`src/source/rob_isa_pkg.sv`:
```
package rob_isa_pkg;

    // operation kinds tracked by the reorder buffer
    typedef enum logic [3:0] {
        ALU    = 4'd0,
        LUI    = 4'd1,
        AUIPC  = 4'd2,
        JAL    = 4'd3,
        BRANCH = 4'd4,
        SB     = 4'd5,
        SH     = 4'd6,
        SW     = 4'd7
    } op_t;

    // one bit per op encoding, set for the three store kinds
    localparam logic [15:0] is_store = (16'd1 << SB) | (16'd1 << SH) | (16'd1 << SW);

    // store width classes
    typedef enum logic [1:0] {
        ST_NONE = 2'd0,
        ST_BYTE = 2'd1,
        ST_HALF = 2'd2,
        ST_WORD = 2'd3
    } st_class_t;

    function automatic st_class_t store_class(input op_t op);
        case (op)
            SB:      return ST_BYTE;
            SH:      return ST_HALF;
            SW:      return ST_WORD;
            default: return ST_NONE;
        endcase
    endfunction

    // byte lanes written for a store at the given byte offset
    function automatic logic [3:0] store_mask(input op_t op, input logic [1:0] offset);
        case (store_class(op))
            ST_BYTE: return 4'b0001 << offset;
            ST_HALF: return 4'b0011 << offset;
            ST_WORD: return 4'b1111;
            default: return 4'b0000;
        endcase
    endfunction

endpackage

```
`src/source/rob_cfg_pkg.sv`:
```
package rob_cfg_pkg;
    import rob_isa_pkg::*;

    // buffer geometry
    localparam int ROB_DEPTH = 8;
    localparam int PTR_W = 3;
    // occupancy counters need one extra bit to reach ROB_DEPTH
    localparam int CNT_W = PTR_W + 1;
    localparam int REG_W = 5;

    typedef logic [PTR_W-1:0] rob_ptr_t;
    typedef logic [CNT_W-1:0] rob_cnt_t;
    typedef logic [REG_W-1:0] reg_addr_t;

    // issue-stage request, rd holds the data source for stores
    typedef struct packed {
        op_t       op;
        reg_addr_t rd;
        logic      pred_taken;
    } rob_alloc_t;

    // head entry as seen by the commit decode
    typedef struct packed {
        op_t       op;
        reg_addr_t rd;
        logic      pred_taken;
        logic      actual_taken;
        logic      valid;
        logic      allocated;
    } rob_head_t;

    // register file commit
    typedef struct packed {
        logic      regfile_load;
        reg_addr_t rd;
        rob_ptr_t  entry;
    } commit_t;

    // data cache store request
    typedef struct packed {
        logic       data_write;
        logic [3:0] wmask;
        reg_addr_t  st_src;
    } store_port_t;

    // tag handed back to the register file during a flush
    typedef struct packed {
        logic      valid;
        reg_addr_t rd;
        rob_ptr_t  entry;
    } tag_release_t;

    // branch outcome from the branch unit
    typedef struct packed {
        logic     update;
        rob_ptr_t entry;
        logic     taken;
    } br_update_t;

endpackage

```
`src/source/rob_entries.sv`:
```
`timescale 1ns/10ps

module rob_entries
    import rob_isa_pkg::*;
    import rob_cfg_pkg::*;
(
    input  logic                 clk,
    input  logic                 rst,
    // allocation at the tail
    input  logic                 alloc_en,
    input  rob_alloc_t           alloc,
    input  rob_ptr_t             tail_ptr,
    // completion from the reservation stations
    input  logic [ROB_DEPTH-1:0] set_valid,
    input  br_update_t           br_update,
    // retire at the head
    input  logic                 retire_en,
    input  rob_ptr_t             head_ptr,
    // flush walk
    input  logic                 flush_en,
    input  rob_ptr_t             walk_ptr,
    output rob_head_t            head,
    output op_t                  walk_op,
    output reg_addr_t            walk_rd,
    output logic [ROB_DEPTH-1:0] valid_vec,
    output logic [ROB_DEPTH-1:0] allocated_vec
);

    // payload per entry
    rob_alloc_t payload [ROB_DEPTH];
    logic [ROB_DEPTH-1:0] actual_taken;

    // payload writes, no reset
    always_ff @(posedge clk) begin
        // new entries start as not taken
        if (alloc_en) begin
            payload[tail_ptr] <= alloc;
            actual_taken[tail_ptr] <= 1'b0;
        end
        // resolved branch outcome
        if (br_update.update) begin
            actual_taken[br_update.entry] <= br_update.taken;
        end
    end

    // control bits
    always_ff @(posedge clk) begin
        if (rst) begin
            valid_vec <= '0;
            allocated_vec <= '0;
        end else begin
            // completion only counts for live entries
            for (int i = 0; i < ROB_DEPTH; i++) begin
                if (set_valid[i] && allocated_vec[i]) begin
                    valid_vec[i] <= 1'b1;
                end
            end
            // head leaves the buffer
            if (retire_en) begin
                valid_vec[head_ptr] <= 1'b0;
                allocated_vec[head_ptr] <= 1'b0;
            end
            // younger entry squashed by the walk
            if (flush_en) begin
                valid_vec[walk_ptr] <= 1'b0;
                allocated_vec[walk_ptr] <= 1'b0;
            end
            // fresh entry is allocated but not yet computed
            if (alloc_en) begin
                valid_vec[tail_ptr] <= 1'b0;
                allocated_vec[tail_ptr] <= 1'b1;
            end
        end
    end

    // head view for the decode
    always_comb begin
        head.op = payload[head_ptr].op;
        head.rd = payload[head_ptr].rd;
        head.pred_taken = payload[head_ptr].pred_taken;
        head.actual_taken = actual_taken[head_ptr];
        head.valid = valid_vec[head_ptr];
        head.allocated = allocated_vec[head_ptr];
    end

    // entry under the flush walk
    assign walk_op = payload[walk_ptr].op;
    assign walk_rd = payload[walk_ptr].rd;

endmodule

```
`src/source/branch_queue.sv`:
```
`timescale 1ns/10ps

module branch_queue
    import rob_cfg_pkg::*;
(
    input  logic     clk,
    input  logic     rst,
    // entry index of a newly allocated branch
    input  logic     push,
    input  rob_ptr_t push_ptr,
    // oldest branch committed
    input  logic     pop,
    // end of a flush
    input  logic     clear,
    output rob_ptr_t oldest,
    output logic     pending
);

    rob_ptr_t mem [ROB_DEPTH];
    rob_ptr_t rd_idx;
    rob_ptr_t wr_idx;
    rob_cnt_t count;

    // storage, no reset
    always_ff @(posedge clk) begin
        if (push) begin
            mem[wr_idx] <= push_ptr;
        end
    end

    always_ff @(posedge clk) begin
        if (rst || clear) begin
            rd_idx <= '0;
            wr_idx <= '0;
            count <= '0;
        end else begin
            if (push) begin
                wr_idx <= wr_idx + rob_ptr_t'(1);
            end
            if (pop) begin
                rd_idx <= rd_idx + rob_ptr_t'(1);
            end
            // push and pop together leave the count as is
            if (push && !pop) begin
                count <= count + rob_cnt_t'(1);
            end else if (pop && !push) begin
                count <= count - rob_cnt_t'(1);
            end
        end
    end

    // oldest branch still in flight
    assign oldest = mem[rd_idx];
    assign pending = (count != '0);

endmodule

```
`src/source/rob_commit_decode.sv`:
```
`timescale 1ns/10ps

module rob_commit_decode
    import rob_isa_pkg::*;
    import rob_cfg_pkg::*;
(
    input  rob_head_t   head,
    input  rob_ptr_t    head_ptr,
    // flush running, commit held
    input  logic        busy,
    input  logic [1:0]  memaddr_offset,
    input  logic        data_mem_resp,
    output commit_t     commit,
    output store_port_t store,
    output logic        commit_fire,
    output logic        branch_pop,
    output logic        mispredict
);

    logic can_commit;
    logic head_store;
    logic head_branch;

    // head is computed and live
    assign can_commit = head.valid && head.allocated && !busy;

    // classify the head op
    assign head_store = is_store[head.op];
    assign head_branch = (head.op == BRANCH);

    // store request held as a level until the cache answers
    always_comb begin
        store.data_write = can_commit && head_store;
        store.wmask = store_mask(head.op, memaddr_offset);
        store.st_src = head.rd;
    end

    // register commit for alu-type ops
    always_comb begin
        commit.regfile_load = can_commit && !head_store && !head_branch;
        commit.rd = head.rd;
        commit.entry = head_ptr;
    end

    // stores wait for the response, everything else commits at once
    always_comb begin
        if (head_store) begin
            commit_fire = can_commit && data_mem_resp;
        end else begin
            commit_fire = can_commit;
        end
    end

    // branch leaves the queue when it commits
    assign branch_pop = can_commit && head_branch;

    // wrong guess redirects fetch and starts the flush
    assign mispredict = branch_pop && (head.pred_taken != head.actual_taken);

endmodule

```
`src/source/rob_sequencer.sv`:
```
`timescale 1ns/10ps

module rob_sequencer
    import rob_isa_pkg::*;
    import rob_cfg_pkg::*;
(
    input  logic         clk,
    input  logic         rst,
    // issue side
    input  logic         rob_load,
    input  op_t          alloc_op,
    // from the commit decode
    input  logic         commit_fire,
    input  logic         mispredict,
    // entry under the walk pointer
    input  op_t          walk_op,
    input  reg_addr_t    walk_rd,
    output logic         alloc_en,
    output rob_ptr_t     tail_ptr,
    output rob_ptr_t     head_ptr,
    output rob_ptr_t     walk_ptr,
    output logic         flush_en,
    output logic         flush_in_prog,
    output logic         busy,
    output logic         rob_full,
    output logic         branch_push,
    output logic         queue_clear,
    output tag_release_t release_tag
);

    rob_cnt_t count;
    logic walk_done;

    // no allocation while full, mispredicting or flushing
    assign rob_full = (count == rob_cnt_t'(ROB_DEPTH)) || flush_in_prog || mispredict;
    assign alloc_en = rob_load && !rob_full;
    assign branch_push = alloc_en && (alloc_op == BRANCH);

    // mispredict cycle is itself the branch commit, so only the walk holds commit
    assign busy = flush_in_prog;

    // walk ends when it meets the tail
    assign walk_done = flush_in_prog && (walk_ptr == tail_ptr);
    assign flush_en = flush_in_prog && !walk_done;
    assign queue_clear = walk_done;

    // stores and branches own no register tag
    always_comb begin
        release_tag.valid = flush_en && !is_store[walk_op] && (walk_op != BRANCH);
        release_tag.rd = walk_rd;
        release_tag.entry = walk_ptr;
    end

    always_ff @(posedge clk) begin
        if (rst) begin
            head_ptr <= '0;
            tail_ptr <= '0;
            walk_ptr <= '0;
            count <= '0;
            flush_in_prog <= 1'b0;
        end else begin
            if (alloc_en) begin
                tail_ptr <= tail_ptr + rob_ptr_t'(1);
            end
            if (commit_fire) begin
                head_ptr <= head_ptr + rob_ptr_t'(1);
            end
            // occupancy
            if (alloc_en && !commit_fire) begin
                count <= count + rob_cnt_t'(1);
            end else if (commit_fire && !alloc_en) begin
                count <= count - rob_cnt_t'(1);
            end
            if (mispredict) begin
                // walk starts at the entry after the branch
                flush_in_prog <= 1'b1;
                walk_ptr <= head_ptr + rob_ptr_t'(1);
            end else if (flush_en) begin
                walk_ptr <= walk_ptr + rob_ptr_t'(1);
            end else if (walk_done) begin
                // buffer empty again
                flush_in_prog <= 1'b0;
                tail_ptr <= head_ptr;
                count <= '0;
            end
        end
    end

endmodule

```
`src/source/rob_top.sv`:
```
`timescale 1ns/10ps

module rob_top
    import rob_isa_pkg::*;
    import rob_cfg_pkg::*;
(
    input  logic                 clk,
    input  logic                 rst,
    // issue stage
    input  logic                 rob_load,
    input  rob_alloc_t           alloc,
    // reservation stations and branch unit
    input  logic [ROB_DEPTH-1:0] set_valid,
    input  br_update_t           br_update,
    // data cache
    input  logic [1:0]           memaddr_offset,
    input  logic                 data_mem_resp,
    output commit_t              commit,
    output store_port_t          store,
    output logic                 ld_pc,
    output logic                 flush_in_prog,
    output tag_release_t         release_tag,
    output logic                 rob_full,
    output logic [ROB_DEPTH-1:0] valid_vec,
    output logic [ROB_DEPTH-1:0] allocated_vec,
    output rob_ptr_t             head_ptr,
    output rob_ptr_t             tail_ptr,
    output rob_ptr_t             br_ptr,
    output logic                 br_pending
);

    logic      alloc_en;
    logic      flush_en;
    logic      busy;
    logic      branch_push;
    logic      branch_pop;
    logic      queue_clear;
    logic      commit_fire;
    rob_ptr_t  walk_ptr;
    rob_head_t head;
    op_t       walk_op;
    reg_addr_t walk_rd;

    rob_entries entries0 (
        .clk(clk), .rst(rst),
        .alloc_en(alloc_en), .alloc(alloc), .tail_ptr(tail_ptr),
        .set_valid(set_valid), .br_update(br_update),
        .retire_en(commit_fire), .head_ptr(head_ptr),
        .flush_en(flush_en), .walk_ptr(walk_ptr),
        .head(head), .walk_op(walk_op), .walk_rd(walk_rd),
        .valid_vec(valid_vec), .allocated_vec(allocated_vec)
    );

    // oldest branch goes to the register file as br_ptr
    branch_queue br_queue0 (
        .clk(clk), .rst(rst),
        .push(branch_push), .push_ptr(tail_ptr),
        .pop(branch_pop), .clear(queue_clear),
        .oldest(br_ptr), .pending(br_pending)
    );

    // mispredict doubles as the fetch redirect ld_pc
    rob_commit_decode decode0 (
        .head(head), .head_ptr(head_ptr), .busy(busy),
        .memaddr_offset(memaddr_offset), .data_mem_resp(data_mem_resp),
        .commit(commit), .store(store), .commit_fire(commit_fire),
        .branch_pop(branch_pop), .mispredict(ld_pc)
    );

    rob_sequencer seq0 (
        .clk(clk), .rst(rst),
        .rob_load(rob_load), .alloc_op(alloc.op),
        .commit_fire(commit_fire), .mispredict(ld_pc),
        .walk_op(walk_op), .walk_rd(walk_rd),
        .alloc_en(alloc_en), .tail_ptr(tail_ptr), .head_ptr(head_ptr),
        .walk_ptr(walk_ptr), .flush_en(flush_en), .flush_in_prog(flush_in_prog),
        .busy(busy), .rob_full(rob_full), .branch_push(branch_push),
        .queue_clear(queue_clear), .release_tag(release_tag)
    );

endmodule

```
`config.mk`:
```
export PLATFORM = sky130hd
export DESIGN_NAME = rob_top
export DESIGN_NICKNAME = d
export VERILOG_FILES = /design/src/source/rob_isa_pkg.sv /design/src/source/rob_cfg_pkg.sv /design/src/source/rob_entries.sv /design/src/source/branch_queue.sv /design/src/source/rob_commit_decode.sv /design/src/source/rob_sequencer.sv /design/src/source/rob_top.sv
export SDC_FILE = /design/constraint.sdc
export NUM_CORES = 1
export LEC_CHECK = 0
export BUFFER_PORTS_ARGS = -buffer_cell sky130_fd_sc_hd__buf_2
export CAP_MARGIN = 20
export CORE_MARGIN = 1
export CORE_UTILIZATION = 44
export CTS_CLUSTER_SIZE = 10
export DETAILED_ROUTE_END_ITERATION = 8
export GPL_TIMING_DRIVEN = 0
export PLACE_DENSITY = 0.7
export SLEW_MARGIN = 5
export SYNTH_ARGS = -nofsm -noshare
export SYNTH_HDL_FRONTEND = slang
export SYNTH_SLANG_ARGS = --single-unit
```
`constraint.sdc`:
```
create_clock -name clk -period 8.4 [get_ports clk]
set_clock_uncertainty 0.05 [all_clocks]
set_input_delay 0 -clock clk [delete_from_list [all_inputs] [get_ports clk]]
set_output_delay 0 -clock clk [all_outputs]
set_load 0.01 [all_outputs]
```
Word level (Yosys, flattened, before mapping)
Memories as Yosys holds them, arrays and structs flattened. A register that Yosys moved wholly into a read port is not among the register bits.
Index checks and enable logic that the tools add are counted.
- add/sub/neg operators: 9
- magnitude comparators: 10
- eq/ne operators: 13
- shift operators: 2
- muxes and demuxes: 74
- bitwise operators: 10
- reductions and logical operators: 48
- operators with widths (operator ; number):
    $mux W8 ; 12
    $and A8 B8 Y8 ; 6
    $mux W3 ; 12
    $mux W1 ; 33
    $logic_and A1 B1 Y1 ; 30
    $mux W4 ; 7
    $not A8 Y8 ; 3
    $eq A4 B3 Y1 const B ; 5
    $lt A3 B4 Y1 const B ; 4
    $add A3 B1 Y3 const B ; 5
    $demux W1 S3 ; 4
    $ge A3 B1 Y1 const B ; 4
    $pmux W4 S3 ; 1
    $logic_not A1 Y1 ; 10
    $lt A4 B5 Y1 const B ; 2
    $bmux W1 S3 ; 3
    $add A4 B1 Y4 const B ; 2
    $bwmux W8 ; 1
    $or A8 B8 Y8 ; 1
    $sub A4 B1 Y4 const B ; 2
    $pmux W2 S3 ; 1
    $reduce_bool A2 Y1 ; 3
    $eq A2 B2 Y1 const B ; 2
    $eq A4 B4 Y1 const B ; 1
    10 further kinds ; 12
- flip-flop bits (word level): 48
- bits in writable memories: 104
- memory bits (read-only): 32
- input port bits: 29
- output and inout bits: 57
- word-level logic and storage cells: 181
- memories: 4
- memory list (name ; words ; bits a word ; rd ports ; clocked after memory_dff ; wr ports ; line ; source):
    entries0.payload ; 8 ; 10 ; 2 ; 2 ; 1 ; rob_entries.sv:30 ; rob_alloc_t payload [ROB_DEPTH];
    br_queue0.mem ; 8 ; 3 ; 1 ; 1 ; 1 ; branch_queue.sv:19 ; rob_ptr_t mem [ROB_DEPTH];
    (no name shown) ; 16 ; 1 ; 1 ; 0 ; 0 ; rob_commit_decode.sv:28 ; assign head_store = is_store[head.op];
    (no name shown) ; 16 ; 1 ; 1 ; 0 ; 0 ; rob_sequencer.sv:49 ; release_tag.valid = flush_en && !is_store[walk_op] && (walk_op != BRANCH);

Longest topological paths before layout
- depth in word-level cells: 16
- gate-level depth with buffers: 19
- depth with buffers taken out: 15

Hierarchy
Synthesis repeated with hierarchy kept, for this count alone.
- cells, all modules: 587
- area, all modules: 7741.2 um2
- modules (own cells, without submodules) (module ; times used ; cells an instance ; area each (um2) ; sequential area each (um2)):
    rob_entries ; 1 ; 322 ; 4932.2 ; 2882.8
    branch_queue ; 1 ; 104 ; 1540.2 ; 980.9
    rob_sequencer ; 1 ; 116 ; 950.9 ; 280.3
    rob_commit_decode ; 1 ; 45 ; 317.8 ; 0.0

Worst setup path before layout
No wires, ideal clock.
- kind: register to register
- start: register (tool-made name)
- end: register br_queue0.count[3]
- setup time: 0.070 ns
- data arrival time: 3.605 ns
- required time: 8.280 ns
- setup slack: 4.675 ns
- stages on the path, launching flop included: 20
- path buffers: 4
- period minus slack after synthesis: 3.725 ns
- path through: dfxtp_1 > buf_2 > buf_2 > mux4_2 > mux2i_1 > nand2_1 > nor2b_1 > nand4_1 > buf_2 > nand3_1 > buf_2 > inv_1 > ha_1 > inv_1 > ha_1 > a21o_1 > a21oi_1 > xnor2_1 > or3_1 > a21oi_1
- RTL lines (element ; line ; source):
    end signal: assignment ; branch_queue.sv:45 ; count <= count + rob_cnt_t'(1);
    end signal: assignment ; branch_queue.sv:47 ; count <= count - rob_cnt_t'(1);
    end: declaration ; branch_queue.sv:22 ; rob_cnt_t count;

==> summary.txt <==
Floorplan
  • Chip height: 131.1 um
  • Core area: around 16,000 um^2
  • Initial Util: 0.4564
  • Die area: approximately 17,000 um^2
  • Boundary pin count: 86
  • Number of core rows: between 40 and 50
  • Die Wd: 131.1 um

Critical path
  • CP Class: flop to flop
  • Worst path cell trace: clkbuf_1 > mux4_2 > mux2i_1 > nand2_1 > nor2b_1 > nand4_1 > buf_2 > nand3_1 > buf_2 > inv_1 > ha_1 > inv_1 > ha_1 > a21o_1 > a21oi_1 > xnor2_1 > or3_1 > a21oi_1
  • Largest fanout on the critical path: 10
  • WP data required: 8.70 ns
  • Crit. End Element: flop
  • Critical Path AT: between 4 and 5 ns
  • Worst setup SP type: flop
  • Crit path max-delay family: buffers and inverters
  • Buf/Inv on CP: 5
  • CP max-delay cell: clkbuf_1
  • CP peak stage delay: 0.64 ns

Power
  • Power Dens Cells: 196.4 nW/um^2
  • Max rail drop VDD: between 0.0001 and 0.00015 V
  • Leakage power: 3.233 nW

Synth
  • Cell Area, Synth: 7330 um^2
  • Mapped Cells: 558
  • Biggest area consumer among synthesized cells: edfxtp_1
  • Syn Nets: 601
  • Syn_area_per_cell: 13.14 um^2
  • EDFF count, synth: 104
  • Netlist cell types: 56
  • Main synth FF type: edfxtp_1
  • Largest cells by area after synthesis: edfxtp_1 (43%), dfxtp_1 (16%), mux4_2 (10%)
  • Async S/R FF share, synth: 0
  • Synth top area share: 0.4261
  • Sequential share of the synthesized area: 0.5818
  • Yosys Warn Count: 0
  • Synthesis-stage register bit count: 161

CTS
  • Clock tree from TritonCTS: yes
  • Hold-fix buffers, CTS: 32
  • CTS max path bufs: 2
  • TritonCTS Buffers: 17
  • CTS H-tree depth: 4
  • CTS root buf: clkbuf_16
  • # clock sinks: between 150 and 200
  • Post-cts sizing count: 0
  • Post-CTS Setup Bufs: 0
  • Worst-skew pair later-pin latency: roughly 0.42 ns
  • Clk pin slew, worst setup/hold paths: roughly 0.060 ns

Global routing
  • GRT Util Overall: 0.2094
  • Vias in the first global route: 5,083
  • Total grt overflow: 0
  • Initial antenna violation count: 0
  • First-pass GRT wire length: about 26,000 um
  • Largest net degree at the start of global routing: 17

Routing
  • Pre-antenna DRT Iters: 5
  • Antenna-violating nets left: 0
  • Initial DRC Count: 362
  • DRC viols: 0
  • WL final: 17,030 um
  • Via Count: between 5,000 and 6,000
  • Vias per cell: between 5 and 6
  • WL/cell: 18.43 um

STA
  • Fmax: roughly 220 MHz
  • Headroom to the max-slew limit: 0.3925
  • Max-slew violation count: 0
  • Period Utilization, post-route: 0.5382
  • Unrepaired setup endpoints after global routing: no
  • Fin. Hold Viols: 0
  • Final setup violating endpoints: 0
  • Setup TNS: 0 ns
  • Period minus WS final: 4.520 ns
  • Worst-Margin Slew: 0.9083 ns

Layout
  • Area Overhead vs Synth: 22.23%
  • Number of nets in the layout: 738
  • Post-Layout Inst Area: 8959 um^2
  • Share of cells above drive strength 1: 0.2811
  • Filler instances: 1,303
  • # diodes: 0

Placement
  • Placed instance area: between 8000 and 9000 um^2
  • Buffers on Ports: 83
  • Post-DP HPWL: 11,770 um
  • GPL Wtd Cong: 0.9089

Outcome
  • Status: finished, final reports clean

Hold path
  • HP Class: input pin to flop

Flow run
  • Max-Cap Viols: 0
-- power breakdown --
part           total (mW)  switching, mW  internal, mW
clock network       0.746          0.329         0.417
registers           0.878         0.0145         0.863
logic               0.136         0.0736        0.0623
total                1.76          0.417          1.34
-- metal layers --
| metal | track usage | vias to the layer above | wire (um) |
|---|---|---|---|
| met5 | 0 | - | 0 |
| met4 | 0.08857 | 0 | 337 |
| met3 | 0.04058 | 32 | 1153 |
| met2 | 0.3551 | 203 | 8569 |
| met1 | 0.2628 | 2548 | 6964 |
| li1 | - | 2406 | - |
-- worst min-delay path, stage by stage --
cell and delay, ns:
buf_2 0.11, nand2_1 0.12, nor2_1 0.08, nand2_1 0.07, a311oi_1 0.08
-- synth_stat cells, types with 9 or more instances --
master,count
inv_1,23
nor3_1,17
nand3b_1,9
dfxtp_1,57
a21oi_1,20
nand2_1,32
clkbuf_1,20
nand3_1,12
nor2_1,39
o22ai_1,9
mux4_2,34
edfxtp_1,104
ha_1,13
mux2_2,17
o21ai_0,19
mux2i_1,13
-- final cells by class --
class | instances | area, um^2 | area share
buffer | 37 | 183.9 | 0.02053
clock buffer | 17 | 425.4 | 0.04749
clock inverter | 15 | 150.1 | 0.01676
inverter | 24 | 90.09 | 0.01006
multi-input combinational | 336 | 2801 | 0.3127
sequential | 161 | 4264 | 0.4760
tap | 216 | 270.3 | 0.03017
timing repair buffer | 118 | 773.2 | 0.08631
-- sequential cells by signal, indices dropped and copies added, names as in the netlist, named ones only --
| signal | count |
|---|---|
| br_queue0.count | 4 |
| br_queue0.mem | 24 |
| br_queue0.rd_idx | 3 |
| br_queue0.wr_idx | 3 |
| entries0.actual_taken | 8 |
| entries0.allocated_vec | 8 |
| entries0.payload | 80 |
| entries0.valid_vec | 8 |
| seq0.busy | 1 |
| seq0.count | 4 |
| seq0.head_ptr | 3 |
| seq0.tail_ptr | 3 |
| seq0.walk_ptr | 3 |
-- cell usage in the layout, fill, tap and decap left out, types with 5 or more instances in the layout --
cell and count:
a211oi_1 5, a21oi_1 20, a31oi_1 8, buf_2 89
buf_4 9, clkbuf_1 20, clkbuf_16 17, clkinv_4 5
dfxtp_1 57, dlygate4sd3_1 32, edfxtp_1 104, ha_1 13
inv_1 23, mux2_2 17, mux2i_1 13, mux4_2 34
nand2_1 32, nand2b_1 8, nand3_1 12, nand3b_1 9
nand4_1 5, nor2_1 37, nor2b_1 7, nor3_1 16
o21ai_0 19, o22ai_1 9, o32ai_1 5, xnor2_1 8
xor2_1 8
-- kinds of logic after synthesis --
family,share of synthesized area
DFF,0.5818
adders and majority gates,0.02492
and+or+nand+nor,0.1052
xor gates and xnor gates,0.01912
AOI/OAI and AO/OA,0.08331
buffers and inverters,0.03738
muxes,0.1483
-- final timing paths --
kind | start | endpoint | slack, ns | cells past startpoint
max | flop | br_queue0.count[3]$_SDFFE_PP0P_ | 3.88 | 18
min | rob_load | seq0.tail_ptr[1]$_SDFF_PP0_ | 0.05 | 5
max reg2reg | flop | br_queue0.count[3]$_SDFFE_PP0P_ | 3.88 | 18
min reg2reg | entries0.actual_taken[3]$_DFF_P_ | entries0.actual_taken[3]$_DFF_P_ | 0.42 | 2
-- metrics by stage --
stage               setup WS, ns  hold WS [ns]  instances  utilization  power (mW)
finish                     3.880       0.04761        924       0.5579       1.760
global route               3.623       0.05855        924       0.5579       1.814
CTS                        3.930       0.02044        924       0.5579       1.769
detailed placement         4.000        0.2213        860       0.5021       1.019
global placement           3.753        0.2117        857       0.4991       1.011
floorplan                  4.675       0.04887        558            -      0.9708
No activity file was read; power rests on OpenSTA's default activity.
